### config.mk
export PLATFORM = sky130hd
export DESIGN_NAME = cpu_top
export DESIGN_NICKNAME = d
export VERILOG_FILES = /design/src/cpu_ctrl_pkg.sv /design/src/cpu_isa_pkg.sv /design/src/cpu_alu_if.sv /design/src/cpu_ctrl_if.sv /design/src/cpu_alu.sv /design/src/cpu_datapath.sv /design/src/cpu_sequencer.sv /design/src/cpu_top.sv
export SDC_FILE = /design/constraint.sdc
export NUM_CORES = 1
export LEC_CHECK = 0
export ABC_AREA = 1
export BUFFER_PORTS_ARGS = -buffer_cell sky130_fd_sc_hd__buf_2
export CAP_MARGIN = 20
export CORE_MARGIN = 3
export CORE_UTILIZATION = 57
export CTS_CLUSTER_DIAMETER = 30
export DETAILED_ROUTE_END_ITERATION = 8
export PLACE_DENSITY = 0.78
export SLEW_MARGIN = 20
export SYNTH_ARGS = -nofsm -noshare
export SYNTH_HDL_FRONTEND = slang
export SYNTH_SLANG_ARGS = --single-unit
### constraint.sdc
create_clock -name clk -period 3.85 [get_ports clk]
set_input_delay 0.1925 -clock clk [delete_from_list [all_inputs] [get_ports clk]]
set_output_delay 0.1925 -clock clk [all_outputs]
set_load 0.02 [all_outputs]
### src/cpu_ctrl_pkg.sv
package cpu_ctrl_pkg;

	typedef enum logic [4:0] {
		ST_FETCH,
		ST_DECODE,
		ST_MOV,
		ST_MVI0,
		ST_MVI1,
		ST_ALU0,
		ST_ALU1,
		ST_INRDCR0,
		ST_INRDCR1,
		ST_LXI0,
		ST_LXI1,
		ST_JMP0,
		ST_JMP1,
		ST_DIRECT0,
		ST_DIRECT1,
		ST_DIRECT2,
		ST_HALT
	} state_t;

	// codes 8 to 15 follow the 8080 register field, so M sits on the memory code.
	typedef enum logic [4:0] {
		DB_NONE = 5'd0,
		DB_OPND = 5'd1,
		DB_ALL = 5'd2,
		DB_ALH = 5'd3,
		DB_PSR = 5'd6,
		DB_ALU = 5'd7,
		DB_B = 5'd8,
		DB_C = 5'd9,
		DB_D = 5'd10,
		DB_E = 5'd11,
		DB_H = 5'd12,
		DB_L = 5'd13,
		DB_MEM = 5'd14,
		DB_A = 5'd15
	} db_sel_t;

	typedef enum logic [1:0] {
		ADDR_PC = 2'd0,
		ADDR_HL = 2'd1,
		ADDR_AL = 2'd2
	} addr_sel_t;

endpackage

### src/cpu_isa_pkg.sv
package cpu_isa_pkg;

	typedef logic [7:0] data_t;
	typedef logic [15:0] addr_t;

	typedef struct packed {
		logic [1:0] group;
		logic [2:0] dst;
		logic [2:0] src;
	} move_view_t;

	typedef struct packed {
		logic [1:0] group;
		logic [1:0] pair;
		logic [3:0] low;
	} pair_view_t;

	// one instruction byte, read as register fields or as a register pair.
	typedef union packed {
		move_view_t mv;
		pair_view_t pr;
	} opcode_t;

	typedef enum logic [4:0] {
		ALU_ADD = 5'd0,
		ALU_ADC = 5'd1,
		ALU_SUB = 5'd2,
		ALU_SBB = 5'd3,
		ALU_AND = 5'd4,
		ALU_XOR = 5'd5,
		ALU_OR = 5'd6,
		ALU_CMP = 5'd7,
		ALU_INC = 5'd16,
		ALU_DEC = 5'd17,
		ALU_PASS = 5'd31
	} alu_op_t;

	localparam int FLAG_S = 7;
	localparam int FLAG_Z = 6;
	localparam int FLAG_AC = 4;
	localparam int FLAG_P = 2;
	localparam int FLAG_C = 0;
	localparam data_t PSR_FIXED_ONES = 8'h02; // bit 1 always reads one.
	localparam data_t PSR_FIXED_ZEROS = 8'h28;

	localparam logic [2:0] reg_m_code = 3'b110;

	// condition field of Jcc, bits 5 to 3.
	localparam logic [2:0] COND_NZ = 3'd0;
	localparam logic [2:0] COND_Z = 3'd1;
	localparam logic [2:0] COND_NC = 3'd2;
	localparam logic [2:0] COND_C = 3'd3;
	localparam logic [2:0] COND_PO = 3'd4;
	localparam logic [2:0] COND_PE = 3'd5;
	localparam logic [2:0] COND_P = 3'd6;
	localparam logic [2:0] COND_M = 3'd7;

	localparam data_t OP_HLT = 8'h76;
	localparam data_t OP_JMP = 8'hc3;
	localparam data_t OP_LDA = 8'h3a;
	localparam data_t OP_STA = 8'h32;

endpackage

### src/cpu_alu_if.sv
`timescale 1ns/1ps

interface cpu_alu_if import cpu_isa_pkg::*; ();
	data_t acc;
	data_t operand;
	logic carry_in;
	alu_op_t op;
	data_t result;
	data_t flags;

	modport dp (
		output acc, operand, carry_in, op,
		input result, flags
	);

	modport alu (
		input acc, operand, carry_in, op,
		output result, flags
	);

endinterface

### src/cpu_ctrl_if.sv
`timescale 1ns/1ps

interface cpu_ctrl_if import cpu_isa_pkg::*, cpu_ctrl_pkg::*; ();
	logic step; // the current bus cycle ends at this edge.
	db_sel_t db_src;
	db_sel_t db_dst;
	alu_op_t alu_op;
	data_t set_flags;
	logic pc_inc;
	logic pc_load;
	addr_sel_t addr_sel;
	data_t psr;

	modport seq (
		output step, db_src, db_dst, alu_op, set_flags,
		output pc_inc, pc_load, addr_sel,
		input psr
	);

	modport dp (
		input step, db_src, db_dst, alu_op, set_flags,
		input pc_inc, pc_load, addr_sel,
		output psr
	);

endinterface

### src/cpu_alu.sv
`timescale 1ns/1ps

module cpu_alu import cpu_isa_pkg::*; (
	cpu_alu_if.alu alu
);
	data_t res;
	data_t flags;
	logic carry;
	logic aux;
	logic cin;
	logic [4:0] nib;

	assign cin = (alu.op == ALU_ADC || alu.op == ALU_SBB) ? alu.carry_in : 1'b0;

	always_comb begin
		res = alu.operand;
		carry = 1'b0;
		aux = 1'b0;
		nib = '0;
		case (alu.op)
			ALU_ADD, ALU_ADC: begin
				{carry, res} = {1'b0, alu.acc} + {1'b0, alu.operand} + {8'd0, cin};
				nib = {1'b0, alu.acc[3:0]} + {1'b0, alu.operand[3:0]} + {4'd0, cin};
				aux = nib[4];
			end
			ALU_SUB, ALU_SBB, ALU_CMP: begin
				{carry, res} = {1'b0, alu.acc} - {1'b0, alu.operand} - {8'd0, cin};
				nib = {1'b0, alu.acc[3:0]} - {1'b0, alu.operand[3:0]} - {4'd0, cin};
				aux = ~nib[4]; // set when the low nibble needs no borrow.
			end
			ALU_AND: begin
				res = alu.acc & alu.operand;
				aux = alu.acc[3] | alu.operand[3];
			end
			ALU_XOR:
				res = alu.acc ^ alu.operand;
			ALU_OR:
				res = alu.acc | alu.operand;
			ALU_INC: begin
				res = alu.operand + 8'd1;
				aux = alu.operand[3:0] == 4'hf;
			end
			ALU_DEC: begin
				res = alu.operand - 8'd1;
				aux = alu.operand[3:0] != 4'h0;
			end
			default:
				res = alu.operand;
		endcase
	end

	// flags land in their PSR positions.
	always_comb begin
		flags = PSR_FIXED_ONES;
		flags[FLAG_S] = res[7];
		flags[FLAG_Z] = res == 8'h00;
		flags[FLAG_AC] = aux;
		flags[FLAG_P] = ~^res; // even parity.
		flags[FLAG_C] = carry;
	end

	assign alu.result = res;
	assign alu.flags = flags;

endmodule

### src/cpu_datapath.sv
`timescale 1ns/1ps

module cpu_datapath import cpu_isa_pkg::*, cpu_ctrl_pkg::*; (
	input logic clk,
	input logic rst_n,
	cpu_ctrl_if.dp ctrl,
	input data_t memory_rdata,
	output addr_t memory_addr,
	output data_t memory_wdata
);
	data_t reg_a;
	data_t reg_b;
	data_t reg_c;
	data_t reg_d;
	data_t reg_e;
	data_t reg_h;
	data_t reg_l;
	data_t opnd;
	data_t psr;
	data_t psr_next;
	data_t db;
	addr_t pc;
	addr_t al;
	addr_t al_next;

	cpu_alu_if alu_bus ();

	cpu_alu alu_inst (
		.alu(alu_bus)
	);

	assign alu_bus.acc = reg_a;
	assign alu_bus.operand = opnd;
	assign alu_bus.carry_in = psr[FLAG_C];
	assign alu_bus.op = ctrl.alu_op;

	always_comb begin
		case (ctrl.db_src)
			DB_A: db = reg_a;
			DB_B: db = reg_b;
			DB_C: db = reg_c;
			DB_D: db = reg_d;
			DB_E: db = reg_e;
			DB_H: db = reg_h;
			DB_L: db = reg_l;
			DB_OPND: db = opnd;
			DB_PSR: db = psr;
			DB_MEM: db = memory_rdata;
			DB_ALL: db = al[7:0];
			DB_ALH: db = al[15:8];
			DB_ALU: db = alu_bus.result;
			default: db = '0;
		endcase
	end

	// a jump takes the high byte straight off the bus in the same cycle.
	always_comb begin
		al_next = al;
		if (ctrl.db_dst == DB_ALL)
			al_next[7:0] = db;
		if (ctrl.db_dst == DB_ALH)
			al_next[15:8] = db;
	end

	always_comb begin
		psr_next = (psr & ~ctrl.set_flags) | (alu_bus.flags & ctrl.set_flags);
		if (ctrl.db_dst == DB_PSR)
			psr_next = db;
	end

	always_ff @(posedge clk or negedge rst_n) begin
		if (!rst_n) begin
			pc <= '0;
			psr <= PSR_FIXED_ONES;
		end else if (ctrl.step) begin
			if (ctrl.pc_load)
				pc <= al_next;
			else if (ctrl.pc_inc)
				pc <= pc + 16'd1;
			psr <= (psr_next & ~PSR_FIXED_ZEROS) | PSR_FIXED_ONES;
		end
	end

	always_ff @(posedge clk) begin
		if (ctrl.step) begin
			al <= al_next;
			case (ctrl.db_dst)
				DB_A: reg_a <= db;
				DB_B: reg_b <= db;
				DB_C: reg_c <= db;
				DB_D: reg_d <= db;
				DB_E: reg_e <= db;
				DB_H: reg_h <= db;
				DB_L: reg_l <= db;
				DB_OPND: opnd <= db;
				default: ;
			endcase
		end
	end

	always_comb begin
		case (ctrl.addr_sel)
			ADDR_HL: memory_addr = {reg_h, reg_l};
			ADDR_AL: memory_addr = al;
			default: memory_addr = pc;
		endcase
	end

	assign memory_wdata = db;
	assign ctrl.psr = psr;

endmodule

### src/cpu_sequencer.sv
`timescale 1ns/1ps

module cpu_sequencer import cpu_isa_pkg::*, cpu_ctrl_pkg::*; (
	input logic clk,
	input logic rst_n,
	cpu_ctrl_if.seq ctrl,
	input data_t memory_rdata,
	input logic memory_done,
	output logic memory_read,
	output logic memory_write,
	output logic cpu_fetch,
	output logic cpu_halted
);
	opcode_t ir;
	state_t state;
	state_t next_state;
	alu_op_t alu_grp;
	logic i_hlt, i_mov, i_alu, i_alui, i_mvi, i_inr, i_dcr;
	logic i_lxi, i_lda, i_sta, i_jmp, i_jcc;
	logic src_m, dst_m, cond, taken;

	// register field to bus code; field 6 falls on DB_MEM.
	function automatic db_sel_t reg_code(input logic [2:0] field);
		return db_sel_t'({2'b01, field});
	endfunction

	assign i_hlt = ir == OP_HLT;
	assign i_mov = ir.mv.group == 2'b01 && !i_hlt;
	assign i_alu = ir.mv.group == 2'b10;
	assign i_alui = ir.mv.group == 2'b11 && ir.mv.src == 3'b110;
	assign i_mvi = ir.mv.group == 2'b00 && ir.mv.src == 3'b110;
	assign i_inr = ir.mv.group == 2'b00 && ir.mv.src == 3'b100;
	assign i_dcr = ir.mv.group == 2'b00 && ir.mv.src == 3'b101;
	assign i_lxi = ir.pr.group == 2'b00 && ir.pr.low == 4'b0001 && ir.pr.pair != 2'b11;
	assign i_lda = ir == OP_LDA;
	assign i_sta = ir == OP_STA;
	assign i_jmp = ir == OP_JMP;
	assign i_jcc = ir.mv.group == 2'b11 && ir.mv.src == 3'b010;
	assign src_m = ir.mv.src == reg_m_code;
	assign dst_m = ir.mv.dst == reg_m_code;
	assign alu_grp = alu_op_t'({2'b00, ir.mv.dst});

	always_comb begin
		case (ir.mv.dst)
			COND_NZ: cond = !ctrl.psr[FLAG_Z];
			COND_Z: cond = ctrl.psr[FLAG_Z];
			COND_NC: cond = !ctrl.psr[FLAG_C];
			COND_C: cond = ctrl.psr[FLAG_C];
			COND_PO: cond = !ctrl.psr[FLAG_P];
			COND_PE: cond = ctrl.psr[FLAG_P];
			COND_P: cond = !ctrl.psr[FLAG_S];
			COND_M: cond = ctrl.psr[FLAG_S];
			default: cond = 1'b0;
		endcase
	end
	assign taken = i_jmp || cond;

	always_comb begin
		next_state = ST_FETCH;
		case (state)
			ST_FETCH: next_state = ST_DECODE;
			ST_DECODE: begin
				if (i_hlt)
					next_state = ST_HALT;
				else if (i_mov)
					next_state = ST_MOV;
				else if (i_alu || i_alui)
					next_state = ST_ALU0;
				else if (i_mvi)
					next_state = ST_MVI0;
				else if (i_inr || i_dcr)
					next_state = ST_INRDCR0;
				else if (i_lxi)
					next_state = ST_LXI0;
				else if (i_jmp || i_jcc)
					next_state = ST_JMP0;
				else if (i_lda || i_sta)
					next_state = ST_DIRECT0;
			end
			ST_MVI0: next_state = dst_m ? ST_MVI1 : ST_FETCH;
			ST_ALU0: next_state = ST_ALU1;
			ST_INRDCR0: next_state = ST_INRDCR1;
			ST_LXI0: next_state = ST_LXI1;
			ST_JMP0: next_state = ST_JMP1;
			ST_DIRECT0: next_state = ST_DIRECT1;
			ST_DIRECT1: next_state = ST_DIRECT2;
			ST_HALT: next_state = ST_HALT; // left only through reset.
			default: next_state = ST_FETCH;
		endcase
	end

	always_ff @(posedge clk or negedge rst_n) begin
		if (!rst_n) begin
			state <= ST_FETCH;
			ir <= '0;
		end else if (ctrl.step) begin
			state <= next_state;
			if (state == ST_FETCH)
				ir <= memory_rdata;
		end
	end

	always_comb begin
		memory_read = 1'b0;
		memory_write = 1'b0;
		ctrl.addr_sel = ADDR_PC;
		ctrl.db_src = DB_NONE;
		ctrl.db_dst = DB_NONE;
		ctrl.alu_op = ALU_PASS;
		ctrl.set_flags = '0;
		ctrl.pc_inc = 1'b0;
		ctrl.pc_load = 1'b0;
		case (state)
			ST_FETCH: begin
				memory_read = 1'b1;
				ctrl.pc_inc = 1'b1;
			end
			ST_MOV: begin
				ctrl.addr_sel = ADDR_HL;
				memory_read = src_m;
				memory_write = dst_m;
				ctrl.db_src = reg_code(ir.mv.src);
				ctrl.db_dst = reg_code(ir.mv.dst);
			end
			ST_MVI0, ST_LXI0, ST_LXI1, ST_JMP0, ST_DIRECT0, ST_DIRECT1: begin
				memory_read = 1'b1;
				ctrl.pc_inc = 1'b1;
				ctrl.db_src = DB_MEM;
				case (state)
					ST_MVI0: ctrl.db_dst = dst_m ? DB_OPND : reg_code(ir.mv.dst);
					ST_LXI0: ctrl.db_dst = db_sel_t'({2'b01, ir.pr.pair, 1'b1});
					ST_LXI1: ctrl.db_dst = db_sel_t'({2'b01, ir.pr.pair, 1'b0});
					ST_DIRECT1: ctrl.db_dst = DB_ALH;
					default: ctrl.db_dst = DB_ALL;
				endcase
			end
			ST_MVI1: begin
				ctrl.addr_sel = ADDR_HL;
				memory_write = 1'b1;
				ctrl.db_src = DB_OPND;
			end
			ST_ALU0: begin
				ctrl.addr_sel = i_alui ? ADDR_PC : ADDR_HL;
				memory_read = i_alui || src_m;
				ctrl.pc_inc = i_alui;
				ctrl.db_src = i_alui ? DB_MEM : reg_code(ir.mv.src);
				ctrl.db_dst = DB_OPND;
			end
			ST_ALU1: begin
				ctrl.alu_op = alu_grp;
				ctrl.db_src = DB_ALU;
				ctrl.db_dst = (alu_grp == ALU_CMP) ? DB_NONE : DB_A;
				ctrl.set_flags = 8'hff;
			end
			ST_INRDCR0: begin
				ctrl.addr_sel = ADDR_HL;
				memory_read = dst_m;
				ctrl.db_src = reg_code(ir.mv.dst);
				ctrl.db_dst = DB_OPND;
			end
			ST_INRDCR1: begin
				ctrl.addr_sel = ADDR_HL;
				memory_write = dst_m;
				ctrl.alu_op = i_dcr ? ALU_DEC : ALU_INC;
				ctrl.db_src = DB_ALU;
				ctrl.db_dst = reg_code(ir.mv.dst);
				ctrl.set_flags = 8'hff;
				ctrl.set_flags[FLAG_C] = 1'b0; // INR and DCR keep carry.
			end
			ST_JMP1: begin
				memory_read = 1'b1;
				ctrl.db_src = DB_MEM;
				ctrl.db_dst = DB_ALH;
				ctrl.pc_load = taken;
				ctrl.pc_inc = !taken;
			end
			ST_DIRECT2: begin
				ctrl.addr_sel = ADDR_AL;
				memory_read = i_lda;
				memory_write = i_sta;
				ctrl.db_src = i_lda ? DB_MEM : DB_A;
				ctrl.db_dst = i_lda ? DB_A : DB_NONE;
			end
			default: ;
		endcase
	end

	// states without a request complete in one cycle.
	assign ctrl.step = !(memory_read || memory_write) || memory_done;
	assign cpu_fetch = state == ST_FETCH;
	assign cpu_halted = state == ST_HALT;

endmodule

### src/cpu_top.sv
`timescale 1ns/1ps

module cpu_top import cpu_isa_pkg::*; (
	input logic clk,
	input logic rst_n,
	output logic memory_read,
	output logic memory_write,
	output addr_t memory_addr,
	output data_t memory_wdata,
	input data_t memory_rdata,
	input logic memory_done,
	output logic cpu_fetch,
	output logic cpu_halted
);
	cpu_ctrl_if ctrl ();

	cpu_sequencer seq_inst (
		.clk(clk),
		.rst_n(rst_n),
		.ctrl(ctrl),
		.memory_rdata(memory_rdata),
		.memory_done(memory_done),
		.memory_read(memory_read),
		.memory_write(memory_write),
		.cpu_fetch(cpu_fetch),
		.cpu_halted(cpu_halted)
	);

	cpu_datapath dp_inst (
		.clk(clk),
		.rst_n(rst_n),
		.ctrl(ctrl),
		.memory_rdata(memory_rdata),
		.memory_addr(memory_addr),
		.memory_wdata(memory_wdata)
	);

endmodule

# --- After elaboration in Yosys (flattened, before gate mapping) ---
# Cells that the tools add are included.
word_totals:
  register_bits: 114
classes:
  add_sub_neg: 11
  eq_ne: 72
  n_mux: 39
  bitwise: 9
  n_reduce_logical: 52
ops:
  columns: ["operator", "n"]
  rows:
  - ["== test 5 x 4 -> 1 bit, second input constant", 23]
  - ["one-hot mux 8 bit (13 select lines)", 1]
  - ["one-hot mux 8 bit (7 select lines)", 1]
  - ["== test 5 x 3 -> 1 bit, second input constant", 11]
  - ["one-hot mux 5 bit (10 select lines)", 1]
  - ["== test 5 x 2 -> 1 bit, second input constant", 8]
  - ["2-to-1 mux 5 bit", 7]
  - ["one-hot mux 5 bit (7 select lines)", 1]
  - ["2-to-1 mux 16 bit", 2]
  - ["one-hot mux 16 bit (2 select lines)", 1]
  - ["one-hot mux 5 bit (6 select lines)", 1]
  - ["bitwise AND 8 bit", 3]
  - ["2-to-1 mux 8 bit", 3]
  - ["== test 3 bit, second input constant", 7]
  - ["== test 5 x 1 -> 1 bit, second input constant", 4]
  - ["one-hot mux 5 bit (4 select lines)", 1]
  - ["AND reduction 2 bit", 10]
  - ["adder 16 x 1 -> 16 bit, second input constant", 1]
  - ["== test 8 x 6 -> 1 bit, second input constant", 2]
  - ["2-to-1 mux 4 bit", 4]
  - ["OR 8 bit", 2]
  - ["one-hot mux 8 bit (2 select lines)", 1]
  - ["== test 5 bit, second input constant", 3]
  - ["OR reduction 7 bit", 2]
  - ["46 further kinds", 83]

# --- Longest topological paths before layout ---
# Gate-level depths: netlist of the first run.
depth:
  depth_word: 13
  depth_mapped: 28
  ltp_nobuf: 28

# --- By module ---
# From an unflattened synthesis of the first run, not the netlist that was laid out.
unflattened:
  hier_cells: 1299
  area_unflattened_um2: 9105.0
modules_own_cells:
  columns: ["mod", "n_inst", "cells_each", "area_per_inst_um2", "seq_area_each_um2"]
  rows:
  - ["cpu_datapath", 1, 688, 5576.6, 2927.8]
  - ["cpu_alu", 1, 372, 2127.0, 0.0]
  - ["cpu_sequencer", 1, 239, 1401.3, 325.3]

# --- Worst setup path before layout of the first run ---
# OpenSTA, ideal clock, no wires.
synth_path:
  kind: "register to register"
  from: "register seq_inst.state[3]"
  to: "register (tool-made name)"
  setup_time_ps: 95
  arrival_time_ps: 3517
  required_time_ps: 3755
  setup_slack_ps: 238
  path_stages_with_launch: 25
  period_less_slack_ps: 3612
  path_cell_list: "dfrtp_1 -> buf_2 -> inv_1 -> nor2_1 -> nand3_2 -> nand2_2 -> nand3_1 -> nand3_1 -> inv_1 -> fa_1 -> inv_1 -> ha_1 -> o21ai_0 -> nand2_1 -> nand3_1 -> nand3_1 -> nand2_1 -> nor2_1 -> nor2_1 -> nand2_1 -> o21ai_0 -> ha_1 -> xor2_1 -> xnor2_1 -> o31ai_1"
synth_lines:
  columns: ["element", "line", "text"]
  rows:
  - ["start, declared", "cpu_sequencer.sv:15", "state_t state;"]
  - ["start signal, assigned", "cpu_sequencer.sv:97", "state <= next_state;"]

# --- Worst setup path in the final report of the first run ---
layout_path:
  from: "register seq_inst.state[0]"
  to: "output memory_wdata[3]"
layout_via:
  elab_chain_len: 8
  elab_cells_between_ends: 49
  cone_classes: "2 x add/sub; 36 x eq/ne; 5 x mux; 6 x reduce/logical"
layout_rtl:
  columns: ["element", "line", "text"]
  rows:
  - ["== test 5 x 4 -> 1 bit or == test 5 x 3 -> 1 bit (tied branches)", "cpu_sequencer.sv:113", "case (state)"]
  - ["one-hot mux 5 bit (2 select lines)", "cpu_sequencer.sv:113", null]
  - ["== test 5 x 1 -> 1 bit or == test 5 x 2 -> 1 bit (tied branches)", "cpu_alu.sv:13, cpu_alu.sv:20", null]
  - ["logical OR 1 bit", "cpu_alu.sv:13", "assign cin = (alu.op == ALU_ADC || alu.op == ALU_SBB) ? alu.carry_in : 1'b0;"]
  - ["2-to-1 mux 1 bit", "cpu_alu.sv:13", null]
  - ["subtractor 9 x 1 -> 9 bit or adder 9 x 1 -> 9 bit (tied branches)", "cpu_alu.sv:27, cpu_alu.sv:22", null]
  - ["one-hot mux 8 bit (7 select lines)", "cpu_alu.sv:20", "case (alu.op)"]
  - ["one-hot mux 8 bit (13 select lines) *", "cpu_datapath.sv:38", "case (ctrl.db_src)"]
  - ["end, declared", "cpu_top.sv:9", "output data_t memory_wdata,"]
# Every way passes the cells marked *; elsewhere a longest branch is shown, timed or not.

==> impl_metrics.py, run 1 <==
metrics = {
    "logic_synthesis": {
        "yosysUniqueCellTypes": 47,
        "synth_area_um2": 8340,
        "synth-seq-cells": 113,
        "synthTopCellsByArea": "edfxtp_1 29%, nand2_1 12%, dfrtp_1 9.9%, nand3_1 8.1%, ha_1 6.4%",
        "ys_warn_count": 0,
        "synth_top_area_share_pct": 28.8,
        "synthesis.instances": 1100,
        "async_flop_share_pct": 29.2,
        "yosysSeqAreaShare_pct": 38.7,
        "synth_top_cell_by_area": "edfxtp_1",
        "avgSynthCellArea_um2": 7.59,
        "synth.net_count": 1159,
        "synth-edff-count": 80,
        "synthFlopType": "edfxtp_1",
    },
    "power": {
        "p_per_area_nw_per_um2": 889,
        "max-vdd-ir-drop_mv": 0.669,
        "p_comb_share_pct": 57.2,
        "p_seq_share_pct": 25.5,
        "power.switching_mw": 4.25,
        "p_int_mw": 4.39,
        "clkPwrFrac_pct": 17.2,
        "swShare_pct": 49.2,
        "p_leak_nw": 4.53,
        "total_power_mw": 8.64,
    },
    "setup_path": {
        "cp_num_buf_inv": 3,
        "required_ns": 3.66,
        "crit_chain": "nor2_4 > nand3_4 > nand2_2 > nand3_2 > nand3_2 > inv_2 > fa_2 > inv_2 > ha_4 > o21ai_1 > nand2_1 > or2_2 > nand3_2 > nand4_1 > nor2_2 > nand3_4 > buf_2",
        "cp-end-kind": "output port",
        "cp_top_family": "simple AND/OR/NAND/NOR gates",
        "cp_slowest_cell": "fa_2",
        "path_depth": 17,
        "crit_type": "flip-flop to output port",
        "worstPathArrival_ns": 3.54,
        "max_stage_delay_ns": 0.59,
        "crit_start": "seq_inst.state[0]",
        "ff2ff_setup_slack_ns": 0.20,
        "cp_max_fo": 4,
        "r2r-start": "seq_inst.state[0]",
        "ff2ff_path_depth": 20,
        "cpMostUsedCell": "nand3_2",
        "cp-start-kind": "flip-flop",
        "cp-endpoint": "memory_wdata[3]",
    },
    "layout": {
        "stdcell_area_um2": 9730,
        "finalNetCount": 1236,
        "area_growth_pct": 16.6,
        "drive_above_1_share_pct": 18.6,
        "layout_commonest_cell": "nand2_1",
        "insertedDiodeCount": 0,
        "layout.cells.non_filler": 1370,
        "final_cell_mix": "266 x nand2_1, 130 x nand3_1, 114 x nor2_1",
    },
    "clock_tree": {
        "htreeDepth": 4,
        "cts_tree": "done",
        "numCtsBuffers": 17,
        "cts-root-buf": "clkbuf_16",
        "cts.clk_slew.worst_paths_ns": 0.06,
        "clk_latency_ns": 0.42,
        "cts_sinks": 113,
        "cts_buffer_depth": 2,
    },
    "route": {
        "vias_per_cell": 6.03,
        "wire_per_inst_um": 19.0,
        "ant_nets": 0,
        "dr_total_vias": 8256,
        "wirelength_um": 26100,
        "drt-initial-drc-count": 1004,
        "first_pass_iters": 7,
        "route.detailed.drc": 0,
    },
    "job": {
        "drv_cap": 0,
    },
    "place": {
        "place_inst": 1324,
        "numPortBuffers": 38,
        "dpl.hpwl_um": 18900,
        "gp_congestion": 1.09,
        "placed_area_um2": 8860,
    },
    "grt": {
        "grt_max_degree": 34,
        "grt.total_usage_pct": 32.4,
        "grt_remaining_overflow": 0,
        "grt_pass1_wl_um": 41000,
        "antenna_found_initial": 0,
        "grt_pass1_vias": 7692,
    },
    "sta": {
        "final-setup-viol-count": 0,
        "finClkSkew_ns": 0.00974,
        "hold_viol": 0,
        "clock.fmax_mhz": 268,
        "timing.hold.ws_ns": 0.0738,
        "min_period_ns": 3.74,
        "post-route-period-util_pct": 97.0,
        "worst_slew_pin_slew_ns": 0.839,
        "slew_headroom_pct": 44.1,
        "grt_setup_unrepaired": "true",
        "finalMaxSlewViolations": 0,
    },
    "min_path": {
        "worstHoldStart": "memory_rdata[5]",
        "worstHoldPathType": "input pin to flip-flop",
    },
    "floorplanning": {
        "fp.dieH_um": 127,
        "chipWidth_um": 127,
        "die_area_um2": 16100,
        "initial_core_util_pct": 59.2,
        "row_count": 43,
        "io_pins": 39,
        "core_um2": 14100,
    },
    "status": {
        "outcome": "finished clean",
    },
}
-- layer usage --
metal	GRT usage, %	routed length (um)
met1	44.1	10300
met2	51.5	12100
met3	6.86	2840
met4	11.9	826
met5	0	0
-- through the flow --
step           utilization, %  worst slack, ns  TNS [ns]
2_1_floorplan               -            0.238         0
3_3_place_gp             62.9            0.117         0
3_5_place_dp             62.9          0.00617         0
4_1_cts                  67.8         -0.00415  -0.00415
5_1_grt                  69.0          -0.0420    -0.170
6_report                 69.0            0.114         0
-- cell usage after synthesis (12+ instances only) --
| master | number |
|---|---|
| edfxtp_1 | 80 |
| a21oi_1 | 64 |
| inv_2 | 13 |
| xor2_1 | 14 |
| o21ai_0 | 34 |
| nand2_1 | 272 |
| clkbuf_1 | 12 |
| nand3_1 | 135 |
| ha_1 | 43 |
| dfrtp_1 | 33 |
| nand4_1 | 21 |
| inv_1 | 114 |
| nor2_1 | 123 |
-- timing repair --
| item | 4_1_cts | 5_1_grt |
|---|---|---|
| endpoints found under the setup margin | 11 | 42 |
| setup buffers | 7 | 7 |
| pin swaps | 11 | 29 |
| hold buffers | 1 | 0 |
| resized for setup | 17 | 42 |
| hold endpoints to repair | 33 | 0 |
-- worst min-delay path by stage --
stage / slack [ns] / cells after the start / end
after global placement: 0.34 / 1 / asynchronous set/reset pin
after global routing: 0.11 / 3 / seq_inst.ir[7]
after detailed placement: 0.33 / 1 / dp_inst.pc[2]
after floorplan: -0.10 / 0 / asynchronous set/reset pin
after CTS: 0.07 / 3 / seq_inst.ir[5]
final: 0.07 / 3 / seq_inst.ir[5]
-- power groups by stage --
| stage | clock [mW] | combinational (mW) | sequential [mW] |
|---|---|---|---|
| after detailed placement | 0 | 4.49 | 2.21 |
| final | 1.49 | 4.95 | 2.21 |
| after global routing | 1.55 | 5.37 | 2.24 |
| after CTS | 1.49 | 4.71 | 2.19 |
| after global placement | 0 | 4.44 | 2.20 |
| after floorplan | 0 | 3.21 | 2.13 |
-- worst reg2reg max path, delay by kind of cell, from the launching register on --
kind / cells / cell delay (ns)
flip-flops: 1 / 0.45
AO/OA/AOI/OAI: 2 / 0.30
AND/OR/NAND/NOR: 9 / 0.95
XOR/XNOR: 3 / 0.41
adder cells (fa/ha/maj): 3 / 1.17
buffers and inverters: 3 / 0.28
-- cell type report --
type	count	area, um^2
multi-input cells	827	4630
fillers	1213	4370
flip-flops and latches	113	3230
repair buffers	90	596
inverters	128	487
clock buffers	17	425
well taps	180	225
clock inverters	15	135
-- state kept, by name, summed over array words and instances (netlist names), named ones only --
name and flops:
dp_inst.al 16, dp_inst.alu_bus.acc 8, dp_inst.pc 16, dp_inst.reg_b 8, dp_inst.reg_l 8, dp_inst.reg_h 8, seq_inst.state 5, dp_inst.reg_e 8
dp_inst.alu_bus.operand 8, dp_inst.reg_c 8, dp_inst.reg_d 8, seq_inst.ir 8
-- cell families (layout without fill, tap and decap cells) --
kind of cell	count (synthesis)	after routing	share of synthesized area, %
compound gates	135	135	9.22
xor+xnor	21	21	2.20
simple gates	623	623	34.2
buf+inv	160	250	8.01
fa+ha+maj	48	48	7.65
flops	113	113	38.7
No activity file was read; power rests on OpenSTA's default activity.
==> run 2: changes to the inputs <==
--- a/config.mk
+++ b/config.mk
@@ -6,12 +6,12 @@
 export NUM_CORES = 1
 export LEC_CHECK = 0
 export ABC_AREA = 1
-export BUFFER_PORTS_ARGS = -buffer_cell sky130_fd_sc_hd__buf_2
 export CAP_MARGIN = 20
 export CORE_MARGIN = 3
-export CORE_UTILIZATION = 57
+export CORE_UTILIZATION = 59
 export CTS_CLUSTER_DIAMETER = 30
 export DETAILED_ROUTE_END_ITERATION = 8
+export DONT_BUFFER_PORTS = 1
 export PLACE_DENSITY = 0.78
 export SLEW_MARGIN = 20
 export SYNTH_ARGS = -nofsm -noshare
==> impl_metrics.py, run 2 (same netlist as run 1, synthesis figures left out) <==
metrics = {
    "status": {
        "outcome": "finished clean",
    },
    "clock_tree": {
        "cts-root-buf": "clkbuf_16",
        "cts.clk_slew.worst_paths_ns": 0.06,
        "cts_sinks": 113,
        "htreeDepth": 4,
        "cts_buffer_depth": 2,
        "numCtsBuffers": 17,
        "clk_latency_ns": 0.43,
        "cts_tree": "done",
    },
    "route": {
        "dr_total_vias": 8312,
        "vias_per_cell": 6.11,
        "ant_nets": 0,
        "wire_per_inst_um": 20.0,
        "first_pass_iters": 6,
        "drt-initial-drc-count": 1186,
        "route.detailed.drc": 0,
        "wirelength_um": 27200,
    },
    "place": {
        "gp_congestion": 1.02,
        "numPortBuffers": 0,
        "place_inst": 1294,
        "dpl.hpwl_um": 19000,
        "placed_area_um2": 8750,
    },
    "grt": {
        "grt.total_usage_pct": 34.5,
        "grt_pass1_wl_um": 42600,
        "grt_max_degree": 34,
        "grt_remaining_overflow": 0,
        "grt_pass1_vias": 7868,
        "antenna_found_initial": 1,
    },
    "floorplanning": {
        "io_pins": 39,
        "die_area_um2": 15600,
        "fp.dieH_um": 125,
        "core_um2": 13600,
        "row_count": 42,
        "initial_core_util_pct": 61.5,
        "chipWidth_um": 125,
    },
    "sta": {
        "post-route-period-util_pct": 99.6,
        "finClkSkew_ns": 0.0105,
        "worst_slew_pin_slew_ns": 0.702,
        "min_period_ns": 3.84,
        "final-setup-viol-count": 0,
        "hold_viol": 0,
        "clock.fmax_mhz": 261,
        "slew_headroom_pct": 53.1,
        "finalMaxSlewViolations": 0,
        "grt_setup_unrepaired": "true",
    },
    "power": {
        "max-vdd-ir-drop_mv": 0.699,
        "p_comb_share_pct": 57.0,
        "p_seq_share_pct": 24.7,
        "swShare_pct": 49.2,
        "power.switching_mw": 4.36,
        "p_leak_nw": 4.55,
        "p_int_mw": 4.51,
        "clkPwrFrac_pct": 18.3,
        "p_per_area_nw_per_um2": 897,
    },
    "layout": {
        "fin_util_pct": 72.9,
        "final_cell_mix": "266 x nand2_1, 128 x nand3_1, 114 x nor2_1",
        "drive_above_1_share_pct": 17.7,
        "finalNetCount": 1230,
        "layout.cells.non_filler": 1360,
        "area_growth_pct": 18.4,
        "stdcell_area_um2": 9880,
        "layout_commonest_cell": "nand2_1",
        "largestRegisters": "dp_inst.al x16, dp_inst.pc x16",
        "insertedDiodeCount": 0,
    },
    "job": {
        "drv_cap": 0,
    },
    "setup_path": {
        "cp_max_fo": 5,
        "cp-end-kind": "output port",
        "required_ns": 3.66,
        "worstPathArrival_ns": 3.64,
        "cp_slowest_cell": "fa_2",
        "cp-start-kind": "flip-flop",
        "crit_type": "flip-flop to output port",
        "max_stage_delay_ns": 0.59,
        "crit_chain": "nor2_4 > nand3_4 > nand2_2 > nand3_2 > nand3_2 > inv_2 > fa_2 > inv_2 > ha_4 > or2_4 > nand4_1 > nand3b_1 > nand4_1 > nand2_1 > nor2_2 > buf_4 > nand2_4 > nor2_4 > nand3_4 > buf_6",
    },
    "min_path": {
        "worstHoldPathType": "input pin to flip-flop",
    },
}
-- run 2: metal layers --
metal | share of wire, % | routed length, um | global-route usage, % | up-vias
li1 | - | - | - | 3823
met1 | 39 | 10700 | 45.0 | 3846
met2 | 46 | 12500 | 55.1 | 536
met3 | 11 | 2920 | 8.92 | 105
met4 | 4.2 | 1150 | 14.3 | 2
met5 | 0.048 | 13 | 0 | -
-- run 2: timing repair --
| item | CTS | global route |
|---|---|---|
| buffers inserted | 14 | 10 |
| gates resized for setup | 20 | 43 |
| hold buffers | 10 | 0 |
| endpoints found under the setup margin | 12 | 40 |
| pin swaps | 16 | 32 |
| hold endpoints to repair | 41 | 0 |
-- run 2: path summary, 6_finish.rpt --
kind	end	slack, ns	cells past startpoint	from
worst min register to register	dp_inst.pc[7]	0.51	2	dp_inst.pc[7]
max in group asynchronous	dp_inst.pc[3]	3.42	2	rst_n
worst max register to register	flip-flop	0.12	22	seq_inst.state[0]
worst min-delay path	seq_inst.state[3]	0.19	5	memory_done
min in group asynchronous	seq_inst.ir[5]	0.23	2	rst_n
worst max-delay path	memory_wdata[5]	0.01	20	seq_inst.state[0]
-- run 2: power by group through the flow --
stage	registers (mW)	logic, mW	clock network, mW
global placement	2.19	4.40	0
global route	2.23	5.47	1.68
finish	2.19	5.05	1.62
CTS	2.18	4.71	1.62
floorplan	2.13	3.21	0
detailed placement	2.20	4.44	0
-- run 2: critical path, delay by kind of cell (launching register included) --
family	cells	cell delay (ns)
AND/OR/NAND/NOR	14	1.64
adder cells (fa/ha/maj)	2	0.74
flip-flops	1	0.45
buffers and inverters	4	0.37
-- run 2: metrics by stage --
| stage | setup slack (ns) | hold slack, ns | TNS [ns] | power (mW) |
|---|---|---|---|---|
| 5_1_grt | -0.151 | 0.227 | -0.513 | 9.38 |
| 3_5_place_dp | -0.0420 | -0.102 | -0.178 | 6.63 |
| 2_1_floorplan | 0.238 | -0.103 | 0 | 5.34 |
| 4_1_cts | -0.0137 | 0.188 | -0.0137 | 8.51 |
| 6_report | 0.0143 | 0.192 | 0 | 8.87 |
| 3_3_place_gp | 0.0378 | -0.102 | 0 | 6.58 |
-- run 2: cell type report --
type                       count  area, um^2
clock buffer                  17         425
clock inverter                15         170
fill                        1066        3670
inverter                     128         487
multi-input combinational    827        4670
sequential                   113        3230
tap                          176         220
timing repair buffer          84         681
